**config.mk**
```make
export PLATFORM = sky130hd
export DESIGN_NAME = instruction_fetch
export DESIGN_NICKNAME = d
export VERILOG_FILES = /design/src/source/fetch_pkg.sv /design/src/source/pc_register.sv /design/src/source/branch_target_buffer.sv /design/src/source/fetch_trace.sv /design/src/source/fetch_packer.sv /design/src/source/instruction_fetch.sv
export SDC_FILE = /design/constraint.sdc
export NUM_CORES = 1
export LEC_CHECK = 0
export BUFFER_PORTS_ARGS = -buffer_cell sky130_fd_sc_hd__buf_2
export CORE_ASPECT_RATIO = 2
export CORE_UTILIZATION = 45
export CTS_CLUSTER_DIAMETER = 50
export DETAILED_ROUTE_END_ITERATION = 10
export PLACE_DENSITY = 0.63
export SYNTH_ARGS = -nofsm -noshare
export SYNTH_HDL_FRONTEND = slang
export SYNTH_SLANG_ARGS = --single-unit
```
**constraint.sdc**
```tcl
create_clock -name clk -period 21.1 [get_ports clk]
set_input_delay 4.22 -clock clk [delete_from_list [all_inputs] [get_ports clk]]
set_output_delay 4.22 -clock clk [all_outputs]
set_load 0.02 [all_outputs]
```
**src/source/fetch_pkg.sv**
```systemverilog
// Fetch stage shared definitions
// Widths, block types and the boot address used by every fetch block

`default_nettype none

package fetch_pkg;

    ////////////////////
    // Block geometry
    ////////////////////
    localparam int FETCH_WIDTH = 4;                   // Instructions per fetch block
    localparam int SLOT_W      = 2;                   // Bits in a slot number

    ////////////////////
    // Types
    ////////////////////
    typedef logic [31:0] vaddr_t;
    typedef logic [31:0] inst_t;

    // Cache read data and packet payload
    typedef inst_t [FETCH_WIDTH-1:0] block_t;

    typedef logic [FETCH_WIDTH-1:0] slot_mask_t;      // One bit per slot
    typedef logic [SLOT_W-1:0]      slot_t;

    // Boot ROM entry
    localparam vaddr_t RESET_PC = 32'hbfc0_0000;

endpackage

`default_nettype wire

```
**src/source/pc_register.sv**
```systemverilog
// PC register
// Holds the fetch PC, issues one block request per accept to the
// instruction cache and picks the next PC from redirects or prediction

`timescale 1ns/1ns
`default_nettype none

module pc_register (
    input  wire                     clk,
    input  wire                     arst_n_i,
    input  wire                     inst_index_ok_i,
    input  wire                     stop_fetch_i,
    input  wire                     trace_allowin_i,
    input  wire                     exc_occur_i,
    input  wire                     flush_i,
    input  wire                     pred_take_i,
    input  wire fetch_pkg::vaddr_t  exc_dest_i,
    input  wire fetch_pkg::vaddr_t  flush_dest_i,
    input  wire fetch_pkg::vaddr_t  pred_dest_i,
    output logic                    inst_req_o,
    output fetch_pkg::vaddr_t       inst_index_o,
    output fetch_pkg::vaddr_t       pc_o,
    output logic                    accept_o
);

    fetch_pkg::vaddr_t pc_q;
    fetch_pkg::vaddr_t pc_d;
    fetch_pkg::vaddr_t block_base;
    logic              req_en_q;       // Low for the first cycle out of reset

    assign block_base = {pc_q[31:4], 4'b0000};

    ////////////////////
    // Cache request
    ////////////////////
    assign inst_req_o   = req_en_q & ~stop_fetch_i & trace_allowin_i;
    assign inst_index_o = block_base;
    assign accept_o     = inst_req_o & inst_index_ok_i;
    assign pc_o         = pc_q;

    ////////////////////
    // Next PC
    ////////////////////
    always_comb begin
        pc_d = pc_q;
        if (exc_occur_i) begin
            pc_d = exc_dest_i;                  // Exception wins over flush
        end else if (flush_i) begin
            pc_d = flush_dest_i;
        end else if (accept_o) begin
            if (pred_take_i) begin
                pc_d = pred_dest_i;
            end else begin
                pc_d = block_base + 32'd16;     // Next sequential block
            end
        end
    end

    always_ff @(posedge clk or negedge arst_n_i) begin
        if (!arst_n_i) begin
            pc_q     <= fetch_pkg::RESET_PC;
            req_en_q <= 1'b0;
        end else begin
            pc_q     <= pc_d;
            req_en_q <= 1'b1;
        end
    end

endmodule

`default_nettype wire

```
**src/source/branch_target_buffer.sv**
```systemverilog
// Branch target buffer
// Direct mapped, one taken branch per fetch block. Lookup is combinational
// on the current PC, training comes from branch repair flushes

`timescale 1ns/1ns
`default_nettype none

module branch_target_buffer #(
    parameter int BTB_ENTRIES = 16                  // Power of two, at least 2
) (
    input  wire                     clk,
    input  wire                     arst_n_i,
    input  wire fetch_pkg::vaddr_t  pc_i,
    input  wire                     flush_i,
    input  wire                     flush_take_i,
    input  wire fetch_pkg::vaddr_t  flush_err_pc_i,
    input  wire fetch_pkg::vaddr_t  flush_dest_i,
    output logic                    pred_take_o,
    output fetch_pkg::slot_t        pred_slot_o,
    output fetch_pkg::vaddr_t       pred_dest_o
);

    localparam int IDX_W = $clog2(BTB_ENTRIES);
    localparam int TAG_W = 28 - IDX_W;              // Above the block index

    logic [BTB_ENTRIES-1:0] valid_q;
    logic [TAG_W-1:0]       tag_q  [BTB_ENTRIES];
    fetch_pkg::slot_t       slot_q [BTB_ENTRIES];
    fetch_pkg::vaddr_t      dest_q [BTB_ENTRIES];

    logic [IDX_W-1:0] rd_idx;
    logic [TAG_W-1:0] rd_tag;
    fetch_pkg::slot_t rd_off;
    logic [IDX_W-1:0] wr_idx;
    logic [TAG_W-1:0] wr_tag;
    fetch_pkg::slot_t wr_slot;
    logic             upd_take;
    logic             upd_clear;

    ////////////////////
    // Lookup
    ////////////////////
    assign rd_idx = pc_i[4 +: IDX_W];
    assign rd_tag = pc_i[31 -: TAG_W];
    assign rd_off = pc_i[3:2];

    // Branch must sit at or after the first slot being fetched
    assign pred_take_o = valid_q[rd_idx] && (tag_q[rd_idx] == rd_tag)
                         && (slot_q[rd_idx] >= rd_off);
    assign pred_slot_o = slot_q[rd_idx];
    assign pred_dest_o = dest_q[rd_idx];

    ////////////////////
    // Update
    ////////////////////
    assign wr_idx  = flush_err_pc_i[4 +: IDX_W];
    assign wr_tag  = flush_err_pc_i[31 -: TAG_W];
    assign wr_slot = flush_err_pc_i[3:2];

    assign upd_take  = flush_i & flush_take_i;
    assign upd_clear = flush_i & ~flush_take_i & (slot_q[wr_idx] == wr_slot);

    always_ff @(posedge clk or negedge arst_n_i) begin
        if (!arst_n_i) begin
            valid_q <= '0;
        end else if (upd_take) begin
            valid_q[wr_idx] <= 1'b1;
        end else if (upd_clear) begin
            valid_q[wr_idx] <= 1'b0;                // Branch no longer taken
        end
    end

    always_ff @(posedge clk) begin
        if (upd_take) begin
            tag_q[wr_idx]  <= wr_tag;
            slot_q[wr_idx] <= wr_slot;
            dest_q[wr_idx] <= flush_dest_i;
        end
    end

endmodule

`default_nettype wire

```
**src/source/fetch_trace.sv**
```systemverilog
// Fetch trace
// In order record of the requests the cache has accepted but not answered.
// A redirect marks all of them stale so their responses are dropped

`timescale 1ns/1ns
`default_nettype none

module fetch_trace #(
    parameter int TRACE_DEPTH = 4                   // At least 2
) (
    input  wire                     clk,
    input  wire                     arst_n_i,
    input  wire                     accept_i,
    input  wire fetch_pkg::vaddr_t  pc_i,
    input  wire                     pred_take_i,
    input  wire fetch_pkg::slot_t   pred_slot_i,
    input  wire fetch_pkg::vaddr_t  pred_dest_i,
    input  wire                     inst_data_ok_i,
    input  wire                     exc_occur_i,
    input  wire                     flush_i,
    output logic                    trace_allowin_o,
    output logic                    resp_valid_o,
    output fetch_pkg::vaddr_t       resp_pc_o,
    output logic                    resp_take_o,
    output fetch_pkg::slot_t        resp_slot_o,
    output fetch_pkg::vaddr_t       resp_dest_o
);

    localparam int PTR_W = $clog2(TRACE_DEPTH);

    // Record payload
    fetch_pkg::vaddr_t pc_q   [TRACE_DEPTH];
    logic              take_q [TRACE_DEPTH];
    fetch_pkg::slot_t  slot_q [TRACE_DEPTH];
    fetch_pkg::vaddr_t dest_q [TRACE_DEPTH];

    logic [TRACE_DEPTH-1:0] cancel_q;
    logic [PTR_W-1:0]       wr_ptr_q;
    logic [PTR_W-1:0]       rd_ptr_q;
    logic [PTR_W:0]         count_q;

    logic redirect;
    logic pop;

    assign redirect = exc_occur_i | flush_i;
    assign pop      = inst_data_ok_i & (count_q != '0);

    assign trace_allowin_o = (count_q != (PTR_W+1)'(TRACE_DEPTH));

    ////////////////////
    // Response side
    ////////////////////
    // A response landing in a redirect cycle is stale as well
    assign resp_valid_o = pop & ~cancel_q[rd_ptr_q] & ~redirect;
    assign resp_pc_o    = pc_q[rd_ptr_q];
    assign resp_take_o  = take_q[rd_ptr_q];
    assign resp_slot_o  = slot_q[rd_ptr_q];
    assign resp_dest_o  = dest_q[rd_ptr_q];

    ////////////////////
    // Queue control
    ////////////////////
    always_ff @(posedge clk or negedge arst_n_i) begin
        if (!arst_n_i) begin
            wr_ptr_q <= '0;
            rd_ptr_q <= '0;
            count_q  <= '0;
            cancel_q <= '0;
        end else begin
            if (accept_i) begin
                wr_ptr_q <= (wr_ptr_q == PTR_W'(TRACE_DEPTH - 1)) ? '0 : wr_ptr_q + 1'b1;
            end
            if (pop) begin
                rd_ptr_q <= (rd_ptr_q == PTR_W'(TRACE_DEPTH - 1)) ? '0 : rd_ptr_q + 1'b1;
            end
            if (accept_i && !pop) begin
                count_q <= count_q + 1'b1;
            end else if (!accept_i && pop) begin
                count_q <= count_q - 1'b1;
            end
            // Also covers a record written in the redirect cycle
            if (redirect) begin
                cancel_q <= '1;
            end else if (accept_i) begin
                cancel_q[wr_ptr_q] <= 1'b0;
            end
        end
    end

    always_ff @(posedge clk) begin
        if (accept_i) begin
            pc_q[wr_ptr_q]   <= pc_i;
            take_q[wr_ptr_q] <= pred_take_i;
            slot_q[wr_ptr_q] <= pred_slot_i;
            dest_q[wr_ptr_q] <= pred_dest_i;
        end
    end

endmodule

`default_nettype wire

```
**src/source/fetch_packer.sv**
```systemverilog
// Fetch packer
// Turns a surviving cache response into a registered fetch packet
// with slot enables and the branch prediction for the instruction queue

`timescale 1ns/1ns
`default_nettype none

module fetch_packer (
    input  wire                     clk,
    input  wire                     arst_n_i,
    input  wire                     resp_valid_i,
    input  wire fetch_pkg::vaddr_t  resp_pc_i,
    input  wire                     resp_take_i,
    input  wire fetch_pkg::slot_t   resp_slot_i,
    input  wire fetch_pkg::vaddr_t  resp_dest_i,
    input  wire fetch_pkg::block_t  inst_rdata_i,
    output logic                    fetch_valid_o,
    output fetch_pkg::vaddr_t       fetch_base_pc_o,
    output fetch_pkg::block_t       fetch_inst_o,
    output fetch_pkg::slot_mask_t   fetch_slot_en_o,
    output logic [2:0]              fetch_inst_num_o,
    output fetch_pkg::slot_mask_t   fetch_pred_take_o,
    output fetch_pkg::vaddr_t       fetch_pred_dest_o
);

    fetch_pkg::slot_t      first_slot;
    fetch_pkg::slot_t      last_slot;
    fetch_pkg::slot_mask_t slot_en;
    fetch_pkg::slot_mask_t take_mask;
    logic [2:0]            inst_num;

    assign first_slot = resp_pc_i[3:2];
    assign last_slot  = resp_take_i ? resp_slot_i : fetch_pkg::slot_t'(3);  // Trim after branch

    always_comb begin
        slot_en   = '0;
        take_mask = '0;
        inst_num  = '0;
        for (int i = 0; i < fetch_pkg::FETCH_WIDTH; i++) begin
            slot_en[i] = (fetch_pkg::slot_t'(i) >= first_slot)
                         && (fetch_pkg::slot_t'(i) <= last_slot);
            inst_num   = inst_num + {2'b00, slot_en[i]};
        end
        if (resp_take_i) begin
            take_mask[resp_slot_i] = 1'b1;
        end
    end

    always_ff @(posedge clk or negedge arst_n_i) begin
        if (!arst_n_i) begin
            fetch_valid_o <= 1'b0;
        end else begin
            fetch_valid_o <= resp_valid_i;
        end
    end

    always_ff @(posedge clk) begin
        if (resp_valid_i) begin
            fetch_base_pc_o   <= {resp_pc_i[31:4], 4'b0000};
            fetch_inst_o      <= inst_rdata_i;
            fetch_slot_en_o   <= slot_en;
            fetch_inst_num_o  <= inst_num;
            fetch_pred_take_o <= take_mask;
            fetch_pred_dest_o <= resp_dest_i;
        end
    end

endmodule

`default_nettype wire

```
**src/source/instruction_fetch.sv**
```systemverilog
// Instruction fetch stage
// PC register, branch target buffer, fetch trace and packet builder
// between the instruction cache and the instruction queue

`timescale 1ns/1ns
`default_nettype none

module instruction_fetch #(
    parameter int BTB_ENTRIES = 16,
    parameter int TRACE_DEPTH = 4
) (
    input  wire                         clk,
    input  wire                         arst_n_i,
    // Instruction cache
    output wire                         inst_req_o,
    output wire fetch_pkg::vaddr_t      inst_index_o,
    input  wire                         inst_index_ok_i,
    input  wire                         inst_data_ok_i,
    input  wire fetch_pkg::block_t      inst_rdata_i,
    // Redirects
    input  wire                         exc_occur_i,
    input  wire fetch_pkg::vaddr_t      exc_dest_i,
    input  wire                         flush_i,
    input  wire fetch_pkg::vaddr_t      flush_err_pc_i,
    input  wire fetch_pkg::vaddr_t      flush_dest_i,
    input  wire                         flush_take_i,
    // Instruction queue
    input  wire                         stop_fetch_i,
    output wire                         fetch_valid_o,
    output wire fetch_pkg::vaddr_t      fetch_base_pc_o,
    output wire fetch_pkg::block_t      fetch_inst_o,
    output wire fetch_pkg::slot_mask_t  fetch_slot_en_o,
    output wire [2:0]                   fetch_inst_num_o,
    output wire fetch_pkg::slot_mask_t  fetch_pred_take_o,
    output wire fetch_pkg::vaddr_t      fetch_pred_dest_o
);

    ////////////////////
    // Internal nets
    ////////////////////
    wire fetch_pkg::vaddr_t pc;
    wire                    accept;
    wire                    pred_take;
    wire fetch_pkg::slot_t  pred_slot;
    wire fetch_pkg::vaddr_t pred_dest;
    wire                    trace_allowin;
    wire                    resp_valid;
    wire fetch_pkg::vaddr_t resp_pc;
    wire                    resp_take;
    wire fetch_pkg::slot_t  resp_slot;
    wire fetch_pkg::vaddr_t resp_dest;

    pc_register u_pc_register (
        .clk             ( clk             ),
        .arst_n_i        ( arst_n_i        ),
        .inst_index_ok_i ( inst_index_ok_i ),
        .stop_fetch_i    ( stop_fetch_i    ),
        .trace_allowin_i ( trace_allowin   ),
        .exc_occur_i     ( exc_occur_i     ),
        .flush_i         ( flush_i         ),
        .pred_take_i     ( pred_take       ),
        .exc_dest_i      ( exc_dest_i      ),
        .flush_dest_i    ( flush_dest_i    ),
        .pred_dest_i     ( pred_dest       ),
        .inst_req_o      ( inst_req_o      ),
        .inst_index_o    ( inst_index_o    ),
        .pc_o            ( pc              ),
        .accept_o        ( accept          )
    );

    branch_target_buffer #(
        .BTB_ENTRIES ( BTB_ENTRIES )
    ) u_branch_target_buffer (
        .clk            ( clk            ),
        .arst_n_i       ( arst_n_i       ),
        .pc_i           ( pc             ),
        .flush_i        ( flush_i        ),
        .flush_take_i   ( flush_take_i   ),
        .flush_err_pc_i ( flush_err_pc_i ),
        .flush_dest_i   ( flush_dest_i   ),
        .pred_take_o    ( pred_take      ),
        .pred_slot_o    ( pred_slot      ),
        .pred_dest_o    ( pred_dest      )
    );

    fetch_trace #(
        .TRACE_DEPTH ( TRACE_DEPTH )
    ) u_fetch_trace (
        .clk             ( clk            ),
        .arst_n_i        ( arst_n_i       ),
        .accept_i        ( accept         ),
        .pc_i            ( pc             ),
        .pred_take_i     ( pred_take      ),
        .pred_slot_i     ( pred_slot      ),
        .pred_dest_i     ( pred_dest      ),
        .inst_data_ok_i  ( inst_data_ok_i ),
        .exc_occur_i     ( exc_occur_i    ),
        .flush_i         ( flush_i        ),
        .trace_allowin_o ( trace_allowin  ),
        .resp_valid_o    ( resp_valid     ),
        .resp_pc_o       ( resp_pc        ),
        .resp_take_o     ( resp_take      ),
        .resp_slot_o     ( resp_slot      ),
        .resp_dest_o     ( resp_dest      )
    );

    fetch_packer u_fetch_packer (
        .clk               ( clk               ),
        .arst_n_i          ( arst_n_i          ),
        .resp_valid_i      ( resp_valid        ),
        .resp_pc_i         ( resp_pc           ),
        .resp_take_i       ( resp_take         ),
        .resp_slot_i       ( resp_slot         ),
        .resp_dest_i       ( resp_dest         ),
        .inst_rdata_i      ( inst_rdata_i      ),
        .fetch_valid_o     ( fetch_valid_o     ),
        .fetch_base_pc_o   ( fetch_base_pc_o   ),
        .fetch_inst_o      ( fetch_inst_o      ),
        .fetch_slot_en_o   ( fetch_slot_en_o   ),
        .fetch_inst_num_o  ( fetch_inst_num_o  ),
        .fetch_pred_take_o ( fetch_pred_take_o ),
        .fetch_pred_dest_o ( fetch_pred_dest_o )
    );

endmodule

`default_nettype wire

```
* Word-level counts from Yosys, hierarchy flattened
Memories as Yosys holds them, arrays and structs flattened. A register that Yosys moved wholly into a read port is not among the register bits. Cells that the tools add are included.
Word-level totals: RAM bits 1196, memory bits (read-only) 0, bits of input ports 232, register bits after elaboration 228, memories 7, latch bits 0
Memories:
- u_branch_target_buffer.dest_q | depth 16, bits a word 32, rd ports 1, clocked after memory_dff 0, write ports 1, line branch_target_buffer.sv:29 | fetch_pkg::vaddr_t dest_q [BTB_ENTRIES];
- u_branch_target_buffer.tag_q | depth 16, bits a word 24, rd ports 1, clocked after memory_dff 0, write ports 1, line branch_target_buffer.sv:27 | logic [TAG_W-1:0] tag_q [BTB_ENTRIES];
- u_fetch_trace.dest_q | depth 4, bits a word 32, rd ports 1, clocked after memory_dff 1, write ports 1, line fetch_trace.sv:35 | fetch_pkg::vaddr_t dest_q [TRACE_DEPTH];
- u_fetch_trace.pc_q | depth 4, bits a word 32, rd ports 1, clocked after memory_dff 0, write ports 1, line fetch_trace.sv:32 | fetch_pkg::vaddr_t pc_q [TRACE_DEPTH];
- u_branch_target_buffer.slot_q | depth 16, bits a word 2, rd ports 2, clocked after memory_dff 0, write ports 1, line branch_target_buffer.sv:28 | fetch_pkg::slot_t slot_q [BTB_ENTRIES];
- u_fetch_trace.slot_q | depth 4, bits a word 2, rd ports 1, clocked after memory_dff 0, write ports 1, line fetch_trace.sv:34 | fetch_pkg::slot_t slot_q [TRACE_DEPTH];
- +1 memories
Cells by class: add/subtract/negate cells 8, muxes and demuxes 27, bitwise gates (word level) 19, reduce and logical (&&, ||, !) cells 18, divide/modulo/power cells 0, shifts and indexed selects 0, $mul 0, magnitude comparators 17, equality and inequality tests 5
Operator list (number):
- 32-bit 2-to-1 mux | 4
- 32-bit by 5-bit adder with 32-bit output (second input constant) | 1
- 16-bit 2-to-1 mux | 2
- 24-bit equality test | 1
- 16-bit AND | 1
- 16-bit NOT | 1
- 16-bit OR | 1
- 1-bit logical AND | 11
- 4-bit by 5-bit < comparator with 1-bit output (second input constant) | 2
- 1-bit AND | 9
- 2-bit by 3-bit < comparator with 1-bit output (second input constant) | 3
- 1-bit 2-to-1 mux | 9
- 4-bit 2-to-1 mux | 2
- 3-bit by 1-bit adder with 3-bit output | 2
- 2-bit 2-to-1 mux | 3
- 3-bit 2-to-1 mux | 2
- 2-bit nonzero test | 3
- 3-bit nonzero test | 2
- 2-bit by 1-bit adder with 2-bit output (second input constant) | 2
- 4-bit AND | 1
- 1-bit binary-select mux with 4-bit select | 1
- 1-bit demux with 2-bit select | 2
- 1-bit demux with 4-bit select | 1
- 2-bit equality test (second input constant) | 2
- 17 further kinds | 26

* Depth between registers and ports, before layout
word-level depth 8, depth in mapped cells 26, gate-level depth less buffers 15

* Modules after synthesis
From an unflattened synthesis, not the netlist that was laid out.
Second synthesis, totals: cell total of the unflattened synthesis 2542, area total of the unflattened synthesis 55879.8 um^2
Modules (own cells, without submodules):
- branch_target_buffer | area an instance 36640.1 um^2, cells each 1552, times used 1
- fetch_trace | area an instance 10233.6 um^2, cells each 403, times used 1
- fetch_packer | area an instance 6140.9 um^2, cells each 219, times used 1
- pc_register | area an instance 2865.2 um^2, cells each 368, times used 1

* Worst setup path before layout
No wires, ideal clock.
path type input to register, start point in flush_i, end point reg u_fetch_packer.fetch_valid_o, required time 19.602 ns, path buffers 2, arrival time 18.312 ns, path slack 1.290 ns, cell stages on the path 5, library setup time 1.498 ns, cells stage by stage clkbuf_1 -> inv_1 -> nand2_1 -> clkbuf_1 -> nor3_1
Between the ends: cells in the longest elaborated chain, start to end 3
Ends and longest elaborated chain:
- start, declared | line instruction_fetch.sv:23 | input wire flush_i,
- 1-bit OR | line fetch_trace.sv:45 | assign redirect = exc_occur_i | flush_i;
- 1-bit NOT | line fetch_trace.sv:54 | assign resp_valid_o = pop & ~cancel_q[rd_ptr_q] & ~redirect;
- 1-bit AND | line fetch_trace.sv:54
- via resp_valid | line instruction_fetch.sv:47 | wire resp_valid;
- end signal, assigned | line fetch_packer.sv:53 | fetch_valid_o <= resp_valid_i;
- end, declared | line fetch_packer.sv:17 | output logic fetch_valid_o,
The timed path passes the listed nets, and every way through them passes these cells. A chain may end at the register's enable or synchronous reset.

* Final worst setup path
start point in stop_fetch_i, end point out inst_req_o
Between the ends: cells in the longest elaborated chain, start to end 3
Ends and longest elaborated chain:
- start, declared | line instruction_fetch.sv:28 | input wire stop_fetch_i,
- 1-bit NOT | line pc_register.sv:36 | assign inst_req_o = req_en_q & ~stop_fetch_i & trace_allowin_i;
- 1-bit AND (2 in a row) | line pc_register.sv:36
- end, declared | line instruction_fetch.sv:15 | output wire inst_req_o,
Every way passes these cells.

==> results.sh <==
export IMPL_hold_worst_slack_ps=508
export IMPL_routed_wl_mm=152
export IMPL_ant_nets=0
export IMPL_synth_yosys_seq_area_share_pct=77.3
export IMPL_gp_congestion=0.860
export IMPL_async_flop_share_pct=4.08
export IMPL_drive_gt1_share_pct=33.3
export IMPL_hold_path_class="flop to flop"
export IMPL_cts_tree="built"
export IMPL_overflow=0
export IMPL_grt_pass1_wl_mm=213
export IMPL_slowest_stage="a21oi_1"
export IMPL_status="finished, final reports clean"
export IMPL_worstPathRequired_ps=16880
export IMPL_crit_arrival_ps=5080
export IMPL_cp_slowest_stage_delay_ps=380
export IMPL_fin_setup_tns_ps=0
export IMPL_fp_dieW_um=251
export IMPL_cts_hold_buf=0
export IMPL_p_leak_nw=21.1
export IMPL_postCtsSetupBuffers=0
export IMPL_fin_skew_ps=30.9
export IMPL_crit_top_cell="buf_2"
export IMPL_drt_iter0_drc=3098
export IMPL_nFillCells=9585
export IMPL_clk_pin_slew_worst_paths_ps=60
export IMPL_dieArea_um2=126000
export IMPL_fp_dieH_um=500
export IMPL_drc_errors=0
export IMPL_multi_input_area_um2=11800
export IMPL_synth_top_area_share_pct=74.6
export IMPL_synth_cell_types=75
export IMPL_clockBufferDepth=3
export IMPL_synthToLayoutAreaGrowth_pct=14.0
export IMPL_vias=28700
export IMPL_slew_headroom_pct=25.7
export IMPL_setup_violations=0
export IMPL_crit_start="stop_fetch_i"
export IMPL_cts_root_buf="clkbuf_16"
export IMPL_first_pass_iters=6
export IMPL_htree_num_levels=3
export IMPL_ios=469
export IMPL_worstReg2RegStart="u_pc_register.pc_o[7]"
export IMPL_cts_buffers=113
export IMPL_seqCellArea_um2=43200
export IMPL_final_util_pct=51.8
export IMPL_worst_pin_slew_ps=1110
export IMPL_grt_max_degree=115
export IMPL_reg2regPathDepth=15
export IMPL_port_buffers=456
export IMPL_grt_pass1_vias=29300
export IMPL_post_route_min_period_ps=9300
export IMPL_core_area_um2=123000
export IMPL_period_share_pct=44.1
export IMPL_rows=182
export IMPL_synth_top_cell_by_area="edfxtp_1"
export IMPL_grtUsageTotal_pct=24.2
export IMPL_clock_fmax_mhz=108
export IMPL_maxCapViolations=0
export IMPL_wl_per_cell_um=31.9
export IMPL_dpl_hpwl_mm=95.5
export IMPL_dpl_cell_area_um2=59800
export IMPL_antenna_found_initial=32
export IMPL_slew_viol_final=0
export IMPL_path_delay_family="compound AO/OA/AOI/OAI gates"
export IMPL_rr_endpoint="u_pc_register.pc_o[16]"
export IMPL_path_cells="buf_2 > nand2b_1 > a21oi_1 > buf_2"
export IMPL_min_from="u_fetch_trace.count_q[2]"
export IMPL_syn_avg_cell_area_um2=21.2
export IMPL_fin_nets=3349
export IMPL_synthCells=2628
export IMPL_crit_type="input port to output pin"
export IMPL_rsz0062_at_grt="no"
export IMPL_post_cts_resized=0
export IMPL_power_density_nw_per_um2=99.3
export IMPL_peakVddDrop_v=0.0000678
export IMPL_crit_fanout=6
export IMPL_whs_endpoint="u_fetch_trace.count_q[2]"
export IMPL_synth_area_leaders="edfxtp_1 (75%), mux4_2 (12%), dfrtp_1 (2.2%)"
export IMPL_synth_warnings=0
export IMPL_endpoint_kind="output pin"
export IMPL_r2r_slack_ps=14980
export IMPL_dp_cells=4553
export IMPL_clk_latency_ps=750
export IMPL_startpoint_type="input port"
export IMPL_fin_cells=4773
export IMPL_ys_ff_latch=1446
export IMPL_crit_buf_inv=2
export IMPL_hold_viol_final=0
export IMPL_synth_enable_flop_cells=1387
export IMPL_fin_area_um2=63600
export IMPL_ys_flop_type="edfxtp_1"
export IMPL_cts_sinks=1446
export IMPL_hold_path_depth=1
export IMPL_start_util_pct=45.4
export IMPL_synth_area_um2=55800
export IMPL_vias_per_cell=6.02
[metrics by stage]
step	setup WS (ps)	power, mW
after floorplan	1290	3.90
after global placement	11790	4.16
after detailed placement	11810	4.19
after CTS	11800	6.37
after global routing	11710	6.50
final	11800	6.32
[cell usage after synthesis, types with 9 or more instances]
cell / number
buf_1: 26
o22ai_1: 9
ha_1: 11
a31oi_1: 14
and3_1: 17
mux2i_1: 98
dfrtp_1: 50
xnor2_1: 29
nor2_1: 66
mux4_2: 309
a21oi_1: 46
o21ai_0: 59
nand2_1: 68
mux2_2: 13
o21ai_1: 15
buf_4: 48
nand4_1: 9
xor2_1: 18
nor3_1: 14
buf_2: 24
dfstp_2: 9
a22oi_1: 22
inv_1: 33
nand3_1: 21
clkbuf_1: 62
edfxtp_1: 1387
[metal layers]
layer  up-vias  share of wire, %  routed length, µm  track usage (%)
li1      11700                 -                  -                -
met1     15000                36              54200             28.5
met2      1551                51              78200             41.9
met3       373               7.9              12000             4.97
met4        26               5.1               7760             12.2
met5         -              0.13                200                0
[where the power goes]
part	leakage [nW]	total, mW	switching (mW)	internal (mW)
Clock	1.83	2.20	0.996	1.21
Combinational	6.08	0.772	0.436	0.336
Sequential	13.2	3.34	0.0785	3.27
Total	21.1	6.32	1.51	4.81
[state kept, by name, indices dropped and copies added, names as in the netlist, 8 cells and up, named ones only]
register	flops
u_branch_target_buffer.dest_q	512
u_branch_target_buffer.tag_q	384
u_fetch_packer.fetch_inst_o	128
u_fetch_trace.dest_q	128
u_fetch_trace.pc_q	120
u_branch_target_buffer.slot_q	32
u_fetch_packer.fetch_pred_dest_o	32
u_pc_register.pc_o	30
u_fetch_packer.fetch_base_pc_o	28
u_fetch_trace.slot_q	8
[kinds of logic (layout without fill, tap and decap cells)]
group,Yosys count,in the layout,share of synthesized area [%]
compound gates,244,244,2.89
buf+inv,206,769,1.96
other cells,2,20,0.0135
xor+xnor,47,47,0.737
flops,1446,1446,77.3
simple gates,242,242,2.15
fa+ha+maj,13,13,0.318
mux,428,428,14.6
[worst max path at each step]
stage	slack (ps)	to	depth (start not counted)
detailed placement	11810	inst_req_o	4
global placement	11790	inst_req_o	4
floorplan	1290	u_fetch_packer.fetch_valid_o	5
global route	11710	inst_req_o	4
CTS	11800	inst_req_o	4
finish	11800	inst_req_o	4
[worst reg2reg max path, cell delays in order, from the launching register on]
cell and delay [ps]:
dfrtp_2 560, clkinv_2 670, buf_4 630, mux4_2 570, inv_1 70, ha_1 260, nand2b_1 90, a21oi_1 160
a31oi_1 330, o311ai_0 270, a2111o_1 430, a2111o_1 480, nor3_4 790, o221ai_1 310, o21a_1 270, a31oi_1 160
[cells in the final DEF (no fill, tap or decap), drive strengths merged, types with 21 or more instances in the layout]
master | Yosys | layout
edfxtp | 1387 | 1387
buf | 109 | 525
mux4 | 309 | 309
clkbuf | 62 | 142
mux2i | 98 | 98
o21ai | 74 | 74
nand2 | 68 | 68
nor2 | 67 | 67
dfrtp | 50 | 50
a21oi | 46 | 46
clkinv | 0 | 40
inv | 35 | 37
xnor2 | 29 | 29
a22oi | 22 | 22
nand3 | 21 | 21
mux2 | 21 | 21
[cell type report]
cell class / count / area share, %
antenna: 11 / 0.0433
clock buffer: 142 / 4.78
inverter: 35 / 0.208
tap: 1564 / 3.07
timing repair buffer: 525 / 4.42
multi-input combinational: 983 / 18.5
clock inverter: 67 / 1.19
sequential: 1446 / 67.8
Power figures use the tool's default switching activity.
